<file path="src/lanes_pkg.sv">
// Lane bundle shared definitions
// Bundle constants, packet structs and the lane state encoding
package lanes_pkg;

    // ------------------------------------------------
    // Bundle constants
    // ------------------------------------------------
    localparam int NUM_LANES   = 4;
    localparam int LANE_ID_W   = 2;
    localparam int ADDR_W      = 32;
    localparam int DATA_W      = 32;
    localparam int COUNT_W     = 8;

    // Both top-level FIFOs
    localparam int FIFO_DEPTH  = 16;
    localparam int PROG_THRESH = 12;

    // Address layout of the lane request runs
    localparam logic [ADDR_W-1:0] LANE_STRIDE = 32'h1000;
    localparam logic [ADDR_W-1:0] WORD_BYTES  = 32'd4;

    // ------------------------------------------------
    // Scalar types
    // ------------------------------------------------
    typedef logic [LANE_ID_W-1:0] lane_id_t;
    typedef logic [ADDR_W-1:0]    mem_addr_t;
    typedef logic [DATA_W-1:0]    mem_data_t;

    // ------------------------------------------------
    // Packets
    // ------------------------------------------------
    // Kernel descriptor, one-cycle strobe
    typedef struct packed {
        logic               valid;
        mem_addr_t          base;
        logic [COUNT_W-1:0] count;
    } descriptor_t;

    // Read request, tagged with the issuing lane
    typedef struct packed {
        logic      valid;
        lane_id_t  id;
        mem_addr_t addr;
    } mem_request_t;

    // Read response, routed back by id
    typedef struct packed {
        logic      valid;
        lane_id_t  id;
        mem_data_t data;
    } mem_response_t;

    // Lane request generator states
    typedef enum logic [1:0] {
        LANE_IDLE  = 2'd0,
        LANE_ISSUE = 2'd1,
        LANE_WAIT  = 2'd2,
        LANE_DONE  = 2'd3
    } lane_state_e;

endpackage : lanes_pkg

</file>
<file path="src/sync_fifo.sv">
// Synchronous FIFO
// Registered read data with a one-cycle valid, plus empty, full and prog_full
`timescale 1ns/1ns

module sync_fifo #(
    parameter int DEPTH = 16,
    parameter int WIDTH = 32
) (
    input  logic             ap_clk,
    input  logic             areset_lanes,
    input  logic [WIDTH-1:0] din,
    input  logic             wr_en,
    input  logic             rd_en,
    output logic [WIDTH-1:0] dout,
    output logic             valid,
    output logic             empty,
    output logic             full,
    output logic             prog_full
);

    logic [WIDTH-1:0]             mem [DEPTH];
    logic [$clog2(DEPTH)-1:0]     wr_ptr;
    logic [$clog2(DEPTH)-1:0]     rd_ptr;
    logic [$clog2(DEPTH+1)-1:0]   count;
    logic                         do_write;
    logic                         do_read;

    // Overflow and underflow are dropped here
    assign do_write  = wr_en && !full;
    assign do_read   = rd_en && !empty;

    // Flags straight off the occupancy register
    assign empty     = (count == '0);
    assign full      = (count == DEPTH);
    assign prog_full = (count >= lanes_pkg::PROG_THRESH);

    // ------------------------------------------------
    // Pointers and occupancy
    // ------------------------------------------------
    always_ff @(posedge ap_clk) begin
        if (areset_lanes) begin
            wr_ptr <= '0;
            rd_ptr <= '0;
            count  <= '0;
            valid  <= 1'b0;
        end else begin
            if (do_write) begin
                wr_ptr <= (wr_ptr == DEPTH - 1) ? '0 : wr_ptr + 1'b1;
            end
            if (do_read) begin
                rd_ptr <= (rd_ptr == DEPTH - 1) ? '0 : rd_ptr + 1'b1;
            end
            // Net change of one at most per cycle
            if (do_write && !do_read) begin
                count <= count + 1'b1;
            end else if (!do_write && do_read) begin
                count <= count - 1'b1;
            end
            valid <= do_read;
        end
    end

    // Storage and read data
    always_ff @(posedge ap_clk) begin
        if (do_write) begin
            mem[wr_ptr] <= din;
        end
        if (do_read) begin
            dout <= mem[rd_ptr];
        end
    end

endmodule : sync_fifo

</file>
<file path="src/lane_engine.sv">
// Lane request generator
// Turns the broadcast descriptor into a run of tagged reads and counts responses
`timescale 1ns/1ns

module lane_engine #(
    parameter lanes_pkg::lane_id_t LANE_ID = '0
) (
    input  logic                    ap_clk,
    input  logic                    areset_lanes,
    input  lanes_pkg::descriptor_t  descriptor,
    output lanes_pkg::mem_request_t request,
    input  logic                    grant,
    input  lanes_pkg::mem_response_t response,
    output logic                    lane_busy,
    output logic                    lane_done
);

    lanes_pkg::lane_state_e       state;
    lanes_pkg::mem_addr_t         addr_reg;
    logic [lanes_pkg::COUNT_W-1:0] total;
    logic [lanes_pkg::COUNT_W-1:0] issued;
    logic [lanes_pkg::COUNT_W-1:0] received;
    logic                         idle_like;
    logic                         accept;
    logic                         resp_hit;

    // Free to take a new descriptor
    assign idle_like = (state == lanes_pkg::LANE_IDLE) || (state == lanes_pkg::LANE_DONE);
    assign accept    = idle_like && descriptor.valid;
    // Only responses tagged for this lane count
    assign resp_hit  = response.valid && (response.id == LANE_ID);

    // ------------------------------------------------
    // Outputs
    // ------------------------------------------------
    // Request held as a level through ISSUE
    assign request.valid = (state == lanes_pkg::LANE_ISSUE);
    assign request.id    = LANE_ID;
    assign request.addr  = addr_reg;

    // Response counter saturated, no room for another response
    assign lane_busy = (state == lanes_pkg::LANE_ISSUE) && (&received);

    // Drops as soon as a descriptor is seen
    assign lane_done = idle_like && !descriptor.valid;

    // ------------------------------------------------
    // State machine and counters
    // ------------------------------------------------
    always_ff @(posedge ap_clk) begin
        if (areset_lanes) begin
            state    <= lanes_pkg::LANE_IDLE;
            issued   <= '0;
            received <= '0;
        end else begin
            // Responses may come back while still issuing
            if (resp_hit) begin
                received <= received + 1'b1;
            end
            case (state)
                lanes_pkg::LANE_IDLE, lanes_pkg::LANE_DONE: begin
                    if (descriptor.valid) begin
                        issued   <= '0;
                        received <= '0;
                        // Empty run finishes at once
                        state    <= (descriptor.count == '0) ? lanes_pkg::LANE_DONE
                                                             : lanes_pkg::LANE_ISSUE;
                    end
                end
                lanes_pkg::LANE_ISSUE: begin
                    if (grant) begin
                        issued <= issued + 1'b1;
                        if (issued + 1'b1 == total) begin
                            state <= lanes_pkg::LANE_WAIT;
                        end
                    end
                end
                lanes_pkg::LANE_WAIT: begin
                    if (received == total) begin
                        state <= lanes_pkg::LANE_DONE;
                    end
                end
                default: state <= lanes_pkg::LANE_IDLE;
            endcase
        end
    end

    // Run address and length
    always_ff @(posedge ap_clk) begin
        if (accept) begin
            addr_reg <= descriptor.base
                      + lanes_pkg::mem_addr_t'(LANE_ID) * lanes_pkg::LANE_STRIDE;
            total    <= descriptor.count;
        end else if ((state == lanes_pkg::LANE_ISSUE) && grant) begin
            addr_reg <= addr_reg + lanes_pkg::WORD_BYTES;
        end
    end

endmodule : lane_engine

</file>
<file path="src/request_arbiter.sv">
// Round-robin request arbiter
// Merges lane requests into one registered stream, held off by prog_full
`timescale 1ns/1ns

module request_arbiter (
    input  logic                    ap_clk,
    input  logic                    areset_lanes,
    input  lanes_pkg::mem_request_t lane_requests [lanes_pkg::NUM_LANES],
    output logic [lanes_pkg::NUM_LANES-1:0] grants,
    input  logic                    fifo_prog_full,
    output lanes_pkg::mem_request_t merged
);

    lanes_pkg::lane_id_t prio_ptr;
    lanes_pkg::lane_id_t cand_idx;
    lanes_pkg::lane_id_t winner;
    logic                found;
    logic                grant_any;

    // ------------------------------------------------
    // Winner search, starting at the priority pointer
    // ------------------------------------------------
    always_comb begin
        found    = 1'b0;
        winner   = prio_ptr;
        cand_idx = prio_ptr;
        for (int k = 0; k < lanes_pkg::NUM_LANES; k++) begin
            // Index wraps at the lane id width
            cand_idx = prio_ptr + lanes_pkg::lane_id_t'(k);
            if (!found && lane_requests[cand_idx].valid) begin
                found  = 1'b1;
                winner = cand_idx;
            end
        end
    end

    // No grant while the output FIFO is near full
    assign grant_any = found && !fifo_prog_full;

    always_comb begin
        grants = '0;
        if (grant_any) begin
            grants[winner] = 1'b1;
        end
    end

    // ------------------------------------------------
    // Pointer and registered merge
    // ------------------------------------------------
    always_ff @(posedge ap_clk) begin
        if (areset_lanes) begin
            prio_ptr     <= '0;
            merged.valid <= 1'b0;
        end else begin
            merged.valid <= grant_any;
            // Next search starts just past the winner
            if (grant_any) begin
                prio_ptr <= winner + 1'b1;
            end
        end
    end

    always_ff @(posedge ap_clk) begin
        merged.id   <= lane_requests[winner].id;
        merged.addr <= lane_requests[winner].addr;
    end

endmodule : request_arbiter

</file>
<file path="src/response_router.sv">
// Response router
// Holds one memory response and delivers it to the lane named by its id
`timescale 1ns/1ns

module response_router (
    input  logic                     ap_clk,
    input  logic                     areset_lanes,
    input  lanes_pkg::mem_response_t response,
    output logic                     ready,
    input  logic [lanes_pkg::NUM_LANES-1:0] lane_busy,
    output lanes_pkg::mem_response_t lane_responses [lanes_pkg::NUM_LANES]
);

    lanes_pkg::mem_response_t held;

    // Free slot, or the held one leaves this cycle
    assign ready = !held.valid || !lane_busy[held.id];

    // Payload fans out, valid only on the target lane
    always_comb begin
        for (int i = 0; i < lanes_pkg::NUM_LANES; i++) begin
            lane_responses[i]       = held;
            lane_responses[i].valid = held.valid && !lane_busy[i]
                                    && (held.id == lanes_pkg::lane_id_t'(i));
        end
    end

    // Holding register
    always_ff @(posedge ap_clk) begin
        if (areset_lanes) begin
            held.valid <= 1'b0;
        end else if (ready) begin
            held.valid <= response.valid;
        end
    end

    always_ff @(posedge ap_clk) begin
        if (ready) begin
            held.id   <= response.id;
            held.data <= response.data;
        end
    end

endmodule : response_router

</file>
<file path="src/bundle_lanes.sv">
// Lane bundle top level
// Broadcasts a descriptor to all lanes and shares one memory port between them
`timescale 1ns/1ns

module bundle_lanes (
    input  logic                     ap_clk,
    input  logic                     areset_lanes,
    input  lanes_pkg::descriptor_t   descriptor_in,
    input  lanes_pkg::mem_response_t response_memory_in,
    output lanes_pkg::mem_request_t  request_memory_out,
    input  logic                     request_rd_en,
    output logic                     response_prog_full,
    output logic                     done_out
);

    localparam int REQ_W = lanes_pkg::LANE_ID_W + lanes_pkg::ADDR_W;
    localparam int RSP_W = lanes_pkg::LANE_ID_W + lanes_pkg::DATA_W;

    lanes_pkg::descriptor_t   descriptor_in_reg;
    lanes_pkg::descriptor_t   lane_descriptor;
    lanes_pkg::mem_response_t response_in_reg;

    // Request side
    lanes_pkg::mem_request_t  lane_requests [lanes_pkg::NUM_LANES];
    logic [lanes_pkg::NUM_LANES-1:0] lane_grants;
    lanes_pkg::mem_request_t  merged;
    logic [REQ_W-1:0]         req_fifo_dout;
    logic                     req_fifo_valid;
    logic                     req_fifo_empty;
    logic                     req_fifo_prog_full;

    // Response side
    lanes_pkg::mem_response_t lane_responses [lanes_pkg::NUM_LANES];
    lanes_pkg::mem_response_t routed_in;
    logic [lanes_pkg::NUM_LANES-1:0] lane_busy;
    logic [lanes_pkg::NUM_LANES-1:0] lane_done;
    logic [RSP_W-1:0]         rsp_fifo_dout;
    logic                     rsp_fifo_valid;
    logic                     rsp_fifo_empty;
    logic                     router_ready;

    // ------------------------------------------------
    // Input registers and descriptor broadcast
    // ------------------------------------------------
    always_ff @(posedge ap_clk) begin
        if (areset_lanes) begin
            descriptor_in_reg.valid <= 1'b0;
            lane_descriptor.valid   <= 1'b0;
            response_in_reg.valid   <= 1'b0;
        end else begin
            descriptor_in_reg.valid <= descriptor_in.valid;
            lane_descriptor.valid   <= descriptor_in_reg.valid;
            response_in_reg.valid   <= response_memory_in.valid;
        end
    end

    always_ff @(posedge ap_clk) begin
        descriptor_in_reg.base  <= descriptor_in.base;
        descriptor_in_reg.count <= descriptor_in.count;
        lane_descriptor.base    <= descriptor_in_reg.base;
        lane_descriptor.count   <= descriptor_in_reg.count;
        response_in_reg.id      <= response_memory_in.id;
        response_in_reg.data    <= response_memory_in.data;
    end

    // All lanes idle or finished, all idle after reset
    always_ff @(posedge ap_clk) begin
        if (areset_lanes) begin
            done_out <= 1'b1;
        end else begin
            done_out <= &lane_done;
        end
    end

    // ------------------------------------------------
    // Request path, arbiter into output FIFO
    // ------------------------------------------------
    request_arbiter u_arbiter (
        .ap_clk        (ap_clk),
        .areset_lanes  (areset_lanes),
        .lane_requests (lane_requests),
        .grants        (lane_grants),
        .fifo_prog_full(req_fifo_prog_full),
        .merged        (merged)
    );

    // Pops only while the memory side allows it
    sync_fifo #(
        .DEPTH(lanes_pkg::FIFO_DEPTH),
        .WIDTH(REQ_W)
    ) u_req_fifo (
        .ap_clk      (ap_clk),
        .areset_lanes(areset_lanes),
        .din         ({merged.id, merged.addr}),
        .wr_en       (merged.valid),
        .rd_en       (!req_fifo_empty && request_rd_en),
        .dout        (req_fifo_dout),
        .valid       (req_fifo_valid),
        .empty       (req_fifo_empty),
        .full        (),
        .prog_full   (req_fifo_prog_full)
    );

    assign request_memory_out = {req_fifo_valid, req_fifo_dout};

    // ------------------------------------------------
    // Response path, input FIFO into router
    // ------------------------------------------------
    sync_fifo #(
        .DEPTH(lanes_pkg::FIFO_DEPTH),
        .WIDTH(RSP_W)
    ) u_rsp_fifo (
        .ap_clk      (ap_clk),
        .areset_lanes(areset_lanes),
        .din         ({response_in_reg.id, response_in_reg.data}),
        .wr_en       (response_in_reg.valid),
        .rd_en       (!rsp_fifo_empty && router_ready),
        .dout        (rsp_fifo_dout),
        .valid       (rsp_fifo_valid),
        .empty       (rsp_fifo_empty),
        .full        (),
        .prog_full   (response_prog_full)
    );

    assign routed_in = {rsp_fifo_valid, rsp_fifo_dout};

    response_router u_router (
        .ap_clk        (ap_clk),
        .areset_lanes  (areset_lanes),
        .response      (routed_in),
        .ready         (router_ready),
        .lane_busy     (lane_busy),
        .lane_responses(lane_responses)
    );

    // ------------------------------------------------
    // Lanes
    // ------------------------------------------------
    for (genvar i = 0; i < lanes_pkg::NUM_LANES; i++) begin : gen_lanes
        lane_engine #(
            .LANE_ID(lanes_pkg::lane_id_t'(i))
        ) u_lane (
            .ap_clk      (ap_clk),
            .areset_lanes(areset_lanes),
            .descriptor  (lane_descriptor),
            .request     (lane_requests[i]),
            .grant       (lane_grants[i]),
            .response    (lane_responses[i]),
            .lane_busy   (lane_busy[i]),
            .lane_done   (lane_done[i])
        );
    end

endmodule : bundle_lanes

</file>
<file path="config.mk">
export PLATFORM = sky130hd
export DESIGN_NAME = bundle_lanes
export DESIGN_NICKNAME = d
export VERILOG_FILES = /design/src/lanes_pkg.sv /design/src/sync_fifo.sv /design/src/lane_engine.sv /design/src/request_arbiter.sv /design/src/response_router.sv /design/src/bundle_lanes.sv
export SDC_FILE = /design/constraint.sdc
export NUM_CORES = 1
export LEC_CHECK = 0
export ABC_AREA = 1
export BUFFER_PORTS_ARGS = -buffer_cell sky130_fd_sc_hd__buf_4
export CAP_MARGIN = 20
export CORE_ASPECT_RATIO = 0.8
export CORE_UTILIZATION = 45
export CTS_CLUSTER_DIAMETER = 200
export DETAILED_ROUTE_END_ITERATION = 6
export SLEW_MARGIN = 20
export SYNTH_ARGS = -nofsm -noshare
export SYNTH_HDL_FRONTEND = slang
export SYNTH_SLANG_ARGS = --single-unit
export TNS_END_PERCENT = 100
</file>
<file path="constraint.sdc">
create_clock -name ap_clk -period 7.85 [get_ports ap_clk]
set_clock_uncertainty 0.05 [all_clocks]
set_input_delay 0.3925 -clock ap_clk [delete_from_list [all_inputs] [get_ports ap_clk]]
set_output_delay 0.3925 -clock ap_clk [all_outputs]
set_load 0.02 [all_outputs]
</file>
== After elaboration in Yosys (flattened, before gate mapping) ==
Memory sizes are Yosys's and may differ from the RTL's. A register that Yosys moved wholly into a read port is not among the register bits.
Cells that the tools add are included.

* Bits in latches: 0
* Memory bits (read-only): 0
* Memory bits (writable): 1,088
* Register bits: 418
* Output and inout port bits: 37
* Memories kept: 2
* Logic and storage cells: 321
* Input bits: 79

* Eq/ne operators: 45
* Reductions and logical operators: 102
* Divide/modulo/power cells: 0
* Shifts and indexed selects: 0
* Multipliers: 0
* Bitwise logic cells: 5
* Mux-type cells: 86
* $lt $le $gt $ge: 10
* $add $sub $neg: 27

{| class="wikitable"
|+ Memories
! name !! words !! width !! read ports !! clocked after Yosys merged registers in !! write ports !! RTL line !! RTL
|-
| u_req_fifo.mem || 16 || 34 || 1 || 1 || 1 || sync_fifo.sv:21 || <nowiki>logic [WIDTH-1:0] mem [DEPTH];</nowiki>
|-
| u_rsp_fifo.mem || 16 || 34 || 1 || 1 || 1 || sync_fifo.sv:21 ||
|}

{| class="wikitable"
|+ Operators by type and width
! kind !! number
|-
| binary-select mux 35 bit (select 2 bit) || 5
|-
| two-way mux 35 bit || 8
|-
| two-way mux 32 bit || 8
|-
| two-way mux 8 bit || 17
|-
| adder 32 x 3 -> 32 bit (second input constant) || 4
|-
| two-way mux 34 bit || 2
|-
| adder 32 x 14 -> 32 bit (second input constant) || 2
|-
| adder 8 x 1 -> 8 bit (second input constant) || 8
|-
| equality test 8 bit || 8
|-
| one-hot mux 8 bit (2 select lines) || 4
|-
| logical AND 1 bit || 43
|-
| two-way mux 2 bit || 17
|-
| adder 32 x 13 -> 32 bit (second input constant) || 1
|-
| AND reduction 8 bit || 4
|-
| one-hot mux 2 bit (3 select lines) || 4
|-
| equality test 2 bit (second input constant) || 10
|-
| two-way mux 4 bit || 5
|-
| two-way mux 5 bit || 4
|-
| AND reduction 4 bit || 5
|-
| nonzero test 2 bit || 10
|-
| zero test 1 bit || 19
|-
| adder 4 x 1 -> 4 bit (second input constant) || 4
|-
| equality test 4 bit (second input constant) || 4
|-
| != test 2 x 1 -> 1 bit (second input constant) || 8
|-
| 21 further kinds || 71
|}

== Depth between registers and ports, before layout ==
Gate-level depths: netlist (run 1).

* Depth in word-level cells: 22
* Gate-level depth with buffers: 22

== Hierarchy ==
A second synthesis (run 1) with hierarchy kept.

* Cells, all modules: 7,446
* Area total of the unflattened synthesis: 72,125.4 um^2

{| class="wikitable"
|+ Modules (own cells, without submodules)
! module !! cells each !! area an instance (um^2) !! times used !! seq. area each (um^2)
|-
| sync_fifo at u_req_fifo || 2,368 || 24,989.0 || 1 || 17,636.9
|-
| sync_fifo at u_rsp_fifo || 2,369 || 24,982.7 || 1 || 17,636.9
|-
| lane_engine at gen_lanes[1].u_lane || 521 || 3,957.5 || 1 || 1,561.5
|-
| lane_engine at gen_lanes[3].u_lane || 502 || 3,834.9 || 1 || 1,561.5
|-
| lane_engine at gen_lanes[2].u_lane || 514 || 3,793.6 || 1 || 1,561.5
|-
| lane_engine at gen_lanes[0].u_lane || 458 || 3,523.4 || 1 || 1,561.5
|-
| request_arbiter || 391 || 2,466.1 || 1 || 740.7
|-
| bundle_lanes || 133 || 2,427.3 || 1 || 2,362.3
|-
| response_router || 190 || 2,150.8 || 1 || 1,041.0
|}

== Worst setup path after synthesis (run 1) ==
OpenSTA, ideal clock, no wires.

* Path type: reg-to-reg
* Start: reg gen_lanes[3].u_lane.state[1]
* End: reg gen_lanes[0].u_lane.addr_reg[10] (enable)
* Path buffers: 2
* Arrival time: 4.263 ns
* Cell stages (with the launch flop): 17
* Data required time: 7.341 ns
* Setup slack: 3.078 ns
* Cells stage by stage: dfxtp_1 > inv_1 > ha_1 > buf_2 > inv_1 > nand2_1 > nand3_1 > nand2_1 > nor2_4 > nand2_2 > nor2_4 > inv_4 > o21ai_2 > buf_4 > ha_1 > nand3_1 > o21ai_0

* Cells in the longest elaborated chain, start to end: 21
* Elaborated cells on any way between the ends: 35

{| class="wikitable"
|+ Ends and longest elaborated chain
! what !! RTL line !! RTL
|-
| start: declaration || lane_engine.sv:18 || <nowiki>lanes_pkg::lane_state_e state;</nowiki>
|-
| start signal: assignment || lane_engine.sv:52 || <nowiki>state <= lanes_pkg::LANE_IDLE;</nowiki>
|-
| start signal: assignment || lane_engine.sv:66 || <nowiki>state <= (descriptor.count == '0) ? lanes_pkg::LANE_DONE</nowiki>
|-
| start signal: assignment || lane_engine.sv:74 || <nowiki>state <= lanes_pkg::LANE_WAIT;</nowiki>
|-
| equality test 2 x 1 -> 1 bit * || lane_engine.sv:37 || <nowiki>assign request.valid = (state == lanes_pkg::LANE_ISSUE);</nowiki>
|-
| binary-select mux 35 bit (select 2 bit) || request_arbiter.sv:30 || <nowiki>if (!found && lane_requests[cand_idx].valid) begin</nowiki>
|-
| two-way mux 35 bit (implied by the code) (2 in series) || request_arbiter.sv:30 ||
|-
| two-way mux 1 bit || request_arbiter.sv:30 ||
|-
| zero test 1 bit || request_arbiter.sv:30 ||
|-
| logical AND 1 bit || request_arbiter.sv:30 ||
|-
| two-way mux 1 bit || request_arbiter.sv:30 ||
|-
| zero test 1 bit || request_arbiter.sv:30 ||
|-
| (+4 left out) || -- ||
|-
| two-way mux 2 bit || request_arbiter.sv:30 ||
|-
| < comparator 2 x 3 -> 1 bit (implied by the code) / >= comparator 2 x 1 -> 1 bit (equally long branches) || request_arbiter.sv:43 || <nowiki>grants[winner] = 1'b1;</nowiki>
|-
| logical AND 1 bit (implied by the code) || request_arbiter.sv:43 ||
|-
| two-way mux 1 bit (implied by the code) || request_arbiter.sv:43 ||
|-
| demux 1 bit (select 2 bit) || -- ||
|-
| two-way mux 4 bit * || request_arbiter.sv:42 || <nowiki>if (grant_any) begin</nowiki>
|-
| logical AND 1 bit * || lane_engine.sv:94 || <nowiki>end else if ((state == lanes_pkg::LANE_ISSUE) && grant) begin</nowiki>
|-
| nonzero test 2 bit (no source line) * || -- ||
|-
| end signal: assignment || lane_engine.sv:91 || <nowiki>addr_reg <= descriptor.base</nowiki>
|-
| end signal: assignment || lane_engine.sv:95 || <nowiki>addr_reg <= addr_reg + lanes_pkg::WORD_BYTES;</nowiki>
|-
| end: declaration || lane_engine.sv:19 || <nowiki>lanes_pkg::mem_addr_t addr_reg;</nowiki>
|}

Every way passes the cells marked *; elsewhere a longest branch is shown, timed or not. The select of a mux whose other input is x is not followed.
A chain may end at the register's enable or synchronous reset.

== Worst setup path in the final report (run 1) ==
* Start: reg gen_lanes[0].u_lane.state[1]
* End: reg gen_lanes[3].u_lane.addr_reg[5] (enable)

* Cells in the longest elaborated chain, start to end: 21
* Elaborated cells on any way between the ends: 35

{| class="wikitable"
|+ Ends and longest elaborated chain
! what !! RTL line
|-
| start: declaration || lane_engine.sv:18
|-
| start signal: assignment || lane_engine.sv:52
|-
| start signal: assignment || lane_engine.sv:66
|-
| start signal: assignment || lane_engine.sv:74
|-
| equality test 2 x 1 -> 1 bit * || lane_engine.sv:37
|-
| binary-select mux 35 bit (select 2 bit) || request_arbiter.sv:30
|-
| two-way mux 35 bit (implied by the code) (2 in series) || request_arbiter.sv:30
|-
| two-way mux 1 bit || request_arbiter.sv:30
|-
| zero test 1 bit || request_arbiter.sv:30
|-
| logical AND 1 bit || request_arbiter.sv:30
|-
| two-way mux 1 bit || request_arbiter.sv:30
|-
| zero test 1 bit || request_arbiter.sv:30
|-
| (+4 left out) || --
|-
| two-way mux 2 bit || request_arbiter.sv:30
|-
| < comparator 2 x 3 -> 1 bit (implied by the code) / >= comparator 2 x 1 -> 1 bit (equally long branches) || request_arbiter.sv:43
|-
| logical AND 1 bit (implied by the code) || request_arbiter.sv:43
|-
| two-way mux 1 bit (implied by the code) || request_arbiter.sv:43
|-
| demux 1 bit (select 2 bit) || --
|-
| two-way mux 4 bit * || request_arbiter.sv:42
|-
| logical AND 1 bit * || lane_engine.sv:94
|-
| nonzero test 2 bit (no source line) * || --
|-
| end signal: assignment || lane_engine.sv:91
|-
| end signal: assignment || lane_engine.sv:95
|-
| end: declaration || lane_engine.sv:19
|}

Marked as above.

==> metrics, run 1 <==
DP Cell Count 5520; period utilization 55.4%; delay-heaviest family, CP compound AO/OA/AOI/OAI gates; Design Area, Final approximately 0.050 mm²; RSZ-0062 raised after global routing no; Yosys Warn Count 0; Die ar. 0.0989 mm²; FP Rows a little over 100; initial antenna violation count 5; max-capacitance violation count 0; CTS max path bufs 3; Fmax approximately 230 MHz; Synth cell types 54; max-slew violations 0; endpoint type of the worst setup path register; die height 282 µm; HP Class input pin to register; Fill cells 8736; Area contributors post-synth edfxtp_1 (53%), dfxtp_1 (10%), nand2_1 (7.7%), nor2_1 (5.2%), o21ai_0 (3.3%); setup bufs post-CTS 0; final wirelength 116 mm; Synth Area in Compound Gates about 8.2%; CTS tree done; worst vdd ir 0.286 mV; Routability Congestion 0.916; TritonCTS Sinks roughly 1000; share of the synthesized area in the top cell type 52.9%; fin cells 5754; H-tree levels 3; Num CTS Buffers 101; crit-path max FO 35; Die W 351 µm; syn_nets 4400; Root Driver clkbuf_16; Post-synth top cells nand2_1 (901), edfxtp_1 (774), nor2_1 (614); CP cell instances inv_1, ha_1, inv_1, nand2_1, nand2_1, nand2_1, o21ai_1, nand2b_1, nand2_1, nand2_1, nand2_1, a21oi_4, ha_1, nand3_1, o21ai_4; Post-synth EDFFs 774; Post-route DRC 0; initial core utilization between 40% and 50%; # resized after CTS 0; routed len/inst about 20 µm; total routing usage reported by global routing 23.4%; delay of the slowest critical-path stage 0.91 ns; final hold slack 0.100 ns; synthesis-stage register bit count 998; clock slew at reported path FFs 0.07 ns; run status finished, final reports clean; Max-slew headroom between 20% and 30%; leading register cell type out of synthesis edfxtp_1; antenna viol nets, final 0; largest net degree at the start of global routing 159; CP Launch Type register; leakage power 18.1 nW; Cells after Synth 4269; CP max-delay cell o21ai_4; clock latency on the worst-skew pair around 0.7 ns; xor and xnor area share after synthesis 3.31%; Place WS 3.53 ns; remaining global-route overflow 0; Core ar. 0.0967 mm²; DP Wirelength 71.4 mm; main combinational cell family by area after synthesis simple AND/OR/NAND/NOR gates; Iter 0 DRT Violations between 3000 and 4000; worst setup margin 3.50 ns; total power 16.9 mW; Final TNS setup 0 ns; critical path type register to register; Post-CTS Hold Buffers 44; Vias per Instance about 5.4; count leader, synth nand2_1; fraction of registers with async set/reset 0%; syn_area_per_cell 10.3 µm²; cell mode on critical path nand2_1; Syn Std Cell Area 0.0440 mm²; WP data required around 8.1 ns; max reg flops 544; dpl cell area approximately 0.046 mm²; worst path buffer plus inverter count 2; simple-gate share of the synthesized area 18.3%; fraction of layout cells with a size suffix above 1 7.43%; mux cell area share after synthesis 1.39%; Adder-Cell Fraction of Synth Area 1.51%; footprint of the multi-input gates 0.0145 mm²; IO Port Bufs between 80 and 90; vias in the first global route between 20000 and 30000; crit path time final between 4 and 5 ns; endpoints failing setup 0; Sequential Area 0.0277 mm²; router iterations before antenna repair 6; Tightest Pin Transition approximately 1.1 ns; fin util 51.5%; dominant cell type by area after synthesis edfxtp_1; routed via count 31300; P per Cell Area 339 mW/mm²; first-pass GRT wire length 176 mm; final net count 4498; Hold Vio Cnt, Final 0; synth-to-layout area growth 13.5%; I/O Pins 116; Worst Path Arrival ~4.6 ns; register area share after synthesis 63.1%
-- worst reg2reg max path, cell delays in order, from the launching register on --
cell and delay [ns]:
dfxtp_1 0.36, inv_1 0.07, ha_1 0.25, inv_1 0.25, nand2_1 0.12, nand2_1 0.07, nand2_1 0.04, o21ai_1 0.16
nand2b_1 0.17, nand2_1 0.05, nand2_1 0.05, nand2_1 0.09, a21oi_4 0.79, ha_1 0.30, nand3_1 0.19, o21ai_4 0.91
-- cell type report --
cell class / instances / share of cell area (%)
clock inverter: 63 / 1.56
sequential: 998 / 55.6
multi-input combinational: 2814 / 29.2
inverter: 284 / 2.15
tap: 1300 / 3.26
antenna: 1 / 0.00502
clock buffer: 126 / 5.46
timing repair buffer: 168 / 2.78
-- worst paths after layout --
path,start,end,slack (ns),cells after the start
max,gen_lanes[0].u_lane.state[1]$_SDFFE_PP0P_,gen_lanes[3].u_lane.addr_reg[5]$_DFFE_PP_,3.50,15
min,request_rd_en,u_req_fifo.valid$_SDFF_PP0_,0.10,3
min reg2reg,descriptor_in_reg[7]$_DFF_P_,lane_descriptor[7]$_DFF_P_,0.28,0
max reg2reg,gen_lanes[0].u_lane.state[1]$_SDFFE_PP0P_,gen_lanes[3].u_lane.addr_reg[5]$_DFFE_PP_,3.50,15
-- report_power, final --
part           internal, mW  switching [mW]  leakage, nW
Sequential             6.80           0.777         8.92
Combinational          1.24            3.06         7.52
Clock                  2.89            2.12         1.69
Total                  10.9            5.95         18.1
-- per-layer routing --
| layer | vias up | track usage (%) | wire (µm) | part of all wire, % |
|---|---|---|---|---|
| met5 | - | 0 | 27 | 0.023 |
| met4 | 4 | 6.48 | 2830 | 2.4 |
| met3 | 183 | 3.57 | 7990 | 6.9 |
| met2 | 1090 | 34.8 | 50300 | 43 |
| met1 | 15000 | 35.5 | 55200 | 47 |
| li1 | 15000 | - | - | - |
-- cell usage in the layout, fill, tap and decap left out, types with 83 or more instances in the layout --
master / synthesis / layout
a21oi_1: 85 / 85
buf_4: 10 / 123
clkbuf_16: 0 / 102
dfxtp_1: 224 / 221
edfxtp_1: 774 / 774
inv_1: 276 / 275
nand2_1: 901 / 900
nand3_1: 274 / 274
nor2_1: 614 / 598
o21ai_0: 290 / 286
o32ai_1: 83 / 83
xor2_1: 105 / 105
-- cell families after synthesis --
| logic type | count (synthesis) |
|---|---|
| adder cells (fa/ha/maj) | 52 |
| AO/OA/AOI/OAI | 592 |
| AND/OR/NAND/NOR | 1943 |
| flip-flops | 998 |
| multiplexers | 61 |
| XOR/XNOR | 166 |
| buffers and inverters | 457 |
Power figures use the tool's default switching activity.
==> run 2: changes to the inputs <==
==> constraint.sdc (replaced) <==
create_clock -name ap_clk -period 3.6 [get_ports ap_clk]
set_clock_uncertainty 0.05 [all_clocks]
set_input_delay 0.18 -clock ap_clk [delete_from_list [all_inputs] [get_ports ap_clk]]
set_output_delay 0.18 -clock ap_clk [all_outputs]
set_load 0.02 [all_outputs]
==> run 2 against run 1 <==
Against the previous run: core utilization grew 0.34 points; largest cell class unchanged; die area stayed put; sequential cell count stayed put; cell count is 0.50% higher; routed wire length decreased by 0.84%.
==> metrics, run 2 (synthesis gave the netlist of run 1 again) <==
P per Cell Area 727 mW/mm² (+110%); routed len/inst 20.0 µm (-1.3%); Post-route DRC 0 (unchanged); Die ar. 0.0989 mm² (unchanged); setup bufs post-CTS 0 (unchanged); Fmax 310 MHz (+35%); leakage power 18.3 nW (+0.85%); CTS tree done; CP Launch Type register; worst vdd ir 0.687 mV (+140%); Hold Vio Cnt, Final 0 (unchanged); routed via count 31400 (+0.45%); Die W 351 µm (unchanged); initial core utilization 45.4% (unchanged); remaining global-route overflow 0 (unchanged); HP Class input pin to register; Design Area, Final 0.0502 mm² (+0.67%); Vias per Instance 5.43 (about the same); CTS max path bufs 3 (unchanged); endpoint type of the worst setup path register; final net count 4526 (+0.62%); dpl cell area 0.0464 mm² (+0.93%); Core ar. 0.0967 mm² (unchanged); final wirelength 115 mm (-0.84%); Tightest Pin Transition 0.818 ns (-0.277 ns); antenna viol nets, final 0 (unchanged); initial antenna violation count 5 (unchanged); I/O Pins 116 (unchanged); die height 282 µm (unchanged); IO Port Bufs 83 (unchanged); RSZ-0062 raised after global routing no; most frequent cells in the layout nand2_1 (901), edfxtp_1 (774), nor2_1 (598); Root Driver clkbuf_16; TritonCTS Sinks 998 (unchanged); Worst Path Arrival 3.79 ns (-0.79 ns); DP Wirelength 75.7 mm (+6.1%); Flop pwr share 45.5% (+0.6 points); total routing usage reported by global routing 23.2% (-0.20 points); Sequential Area 0.0277 mm² (unchanged); run status finished, final reports clean; r2r setup slk 0.37 ns (-3.13 ns); vias in the first global route 29100 (+0.15%); Fill cells 8639 (-1.1%); critical path type register to register; Switching Fraction 35.0% (-0.28 points); max-slew violations 0 (unchanged); NetSw 12.8 mW (+110%); Final TNS setup 0 ns (unchanged); final hold slack 0.0665 ns (-0.0338 ns); clock power share 29.1% (-0.6 points); period utilization 89.6% (+34 points); Routability Congestion 0.946 (+3.3%); total power 36.5 mW (+120%); Max-slew headroom 45.4% (+19 points); footprint of the multi-input gates 0.0145 mm² (about the same); max-capacitance violation count 0 (unchanged); Logic pwr share 25.4% (about the same); endpoints failing setup 0 (unchanged); crit-path max FO 8 (-77%); fraction of layout cells with a size suffix above 1 7.81% (+0.38 points); WP data required 4.17 ns (-3.92 ns); FP Rows 102 (unchanged); max reg flops 544 (unchanged); router iterations before antenna repair 6 (unchanged); crit path time final 3.23 ns (-1.12 ns); internal power 23.7 mW (+120%); most common cell after layout, fill and taps aside nand2_1; clock latency on the worst-skew pair 0.70 ns (about the same); Iter 0 DRT Violations 3040 (-7.6%); synth-to-layout area growth 14.2%; largest net degree at the start of global routing 90 (-43%); first-pass GRT wire length 175 mm (-0.38%); clock slew at reported path FFs 0.07 ns (about the same); H-tree levels 3 (unchanged); Num CTS Buffers 101 (unchanged)
==> run 2: cell types whose count changed in the layout (fill, tap and decap cells not counted), moves of 4 or more <==
| cell | change |
|---|---|
| bufinv_16 | -7 |
| clkbuf_1 | +8 |
| clkbuf_16 | +5 |
| buf_4 | +7 |
| buf_12 | +19 |
| inv_6 | -4 |
==> run 2: final timing paths <==
kind / from / endpoint / cells after the start
min reg2reg: descriptor_in_reg[23]$_DFF_P_ / lane_descriptor[23]$_DFF_P_ / 0
min: response_memory_in[33] / response_in_reg[33]$_DFF_P_ / 2
max reg2reg: gen_lanes[0].u_lane.state[1]$_SDFFE_PP0P_ / gen_lanes[2].u_lane.issued[2]$_SDFFE_PP0P_ / 16
max: gen_lanes[0].u_lane.state[1]$_SDFFE_PP0P_ / gen_lanes[2].u_lane.issued[2]$_SDFFE_PP0P_ / 16
==> run 2: per-layer routing <==
metal	GRT usage, %	up-vias	part of all wire (%)
met4	6.43	4	2.5
met5	0	-	0.021
met2	34.9	1061	44
met1	35.1	15100	47
met3	3.05	167	7.1
li1	-	15100	-
==> run 2: power groups by stage <==
stage	clock (mW)	sequential, mW	combinational (mW)
2_1_floorplan	0	16.2	6.33
3_5_place_dp	0	16.8	9.15
3_3_place_gp	0	16.8	9.06
4_1_cts	10.8	16.6	9.23
5_1_grt	11.3	16.8	10.2
6_report	10.6	16.6	9.26
==> run 2: area by class of cell <==
| class | instances | area share [%] |
|---|---|---|
| repair buffers | 196 | 3.66 |
| well taps | 1300 | 3.24 |
| flip-flops and latches | 998 | 55.3 |
| clock buffers | 138 | 5.71 |
| clock inverters | 52 | 1.04 |
| inverters | 284 | 2.14 |
| multi-input cells | 2814 | 29.0 |
| diodes | 1 | 0.00499 |
==> run 2: repair_timing <==
item                                   in CTS  in global routing
hold buffers                               46                  0
gates resized for setup                     0                  0
endpoints found under the hold margin      55                  0
==> run 2: critical path, stage by stage (launching register included) <==
cell,delay [ns]
dfxtp_1,0.36
inv_1,0.07
ha_1,0.23
inv_1,0.25
nand2_1,0.12
nand3_1,0.09
nand2_1,0.10
nor2_4,0.15
nand2_2,0.08
nor2_4,0.15
inv_4,0.08
a21oi_4,0.19
ha_1,0.17
nand3_1,0.21
nor3_2,0.58
nand2_1,0.12
a21oi_1,0.16
==> run 2: through the flow <==
| stage | util, % | cells | worst slack [ns] |
|---|---|---|---|
| global placement | 47.9 | 5546 | 0.417 |
| global route | 51.9 | 5782 | 0.0356 |
| floorplan | - | 4269 | 0.171 |
| detailed placement | 47.9 | 5546 | 0.418 |
| finish | 51.9 | 5783 | 0.375 |
| CTS | 51.9 | 5782 | 0.403 |
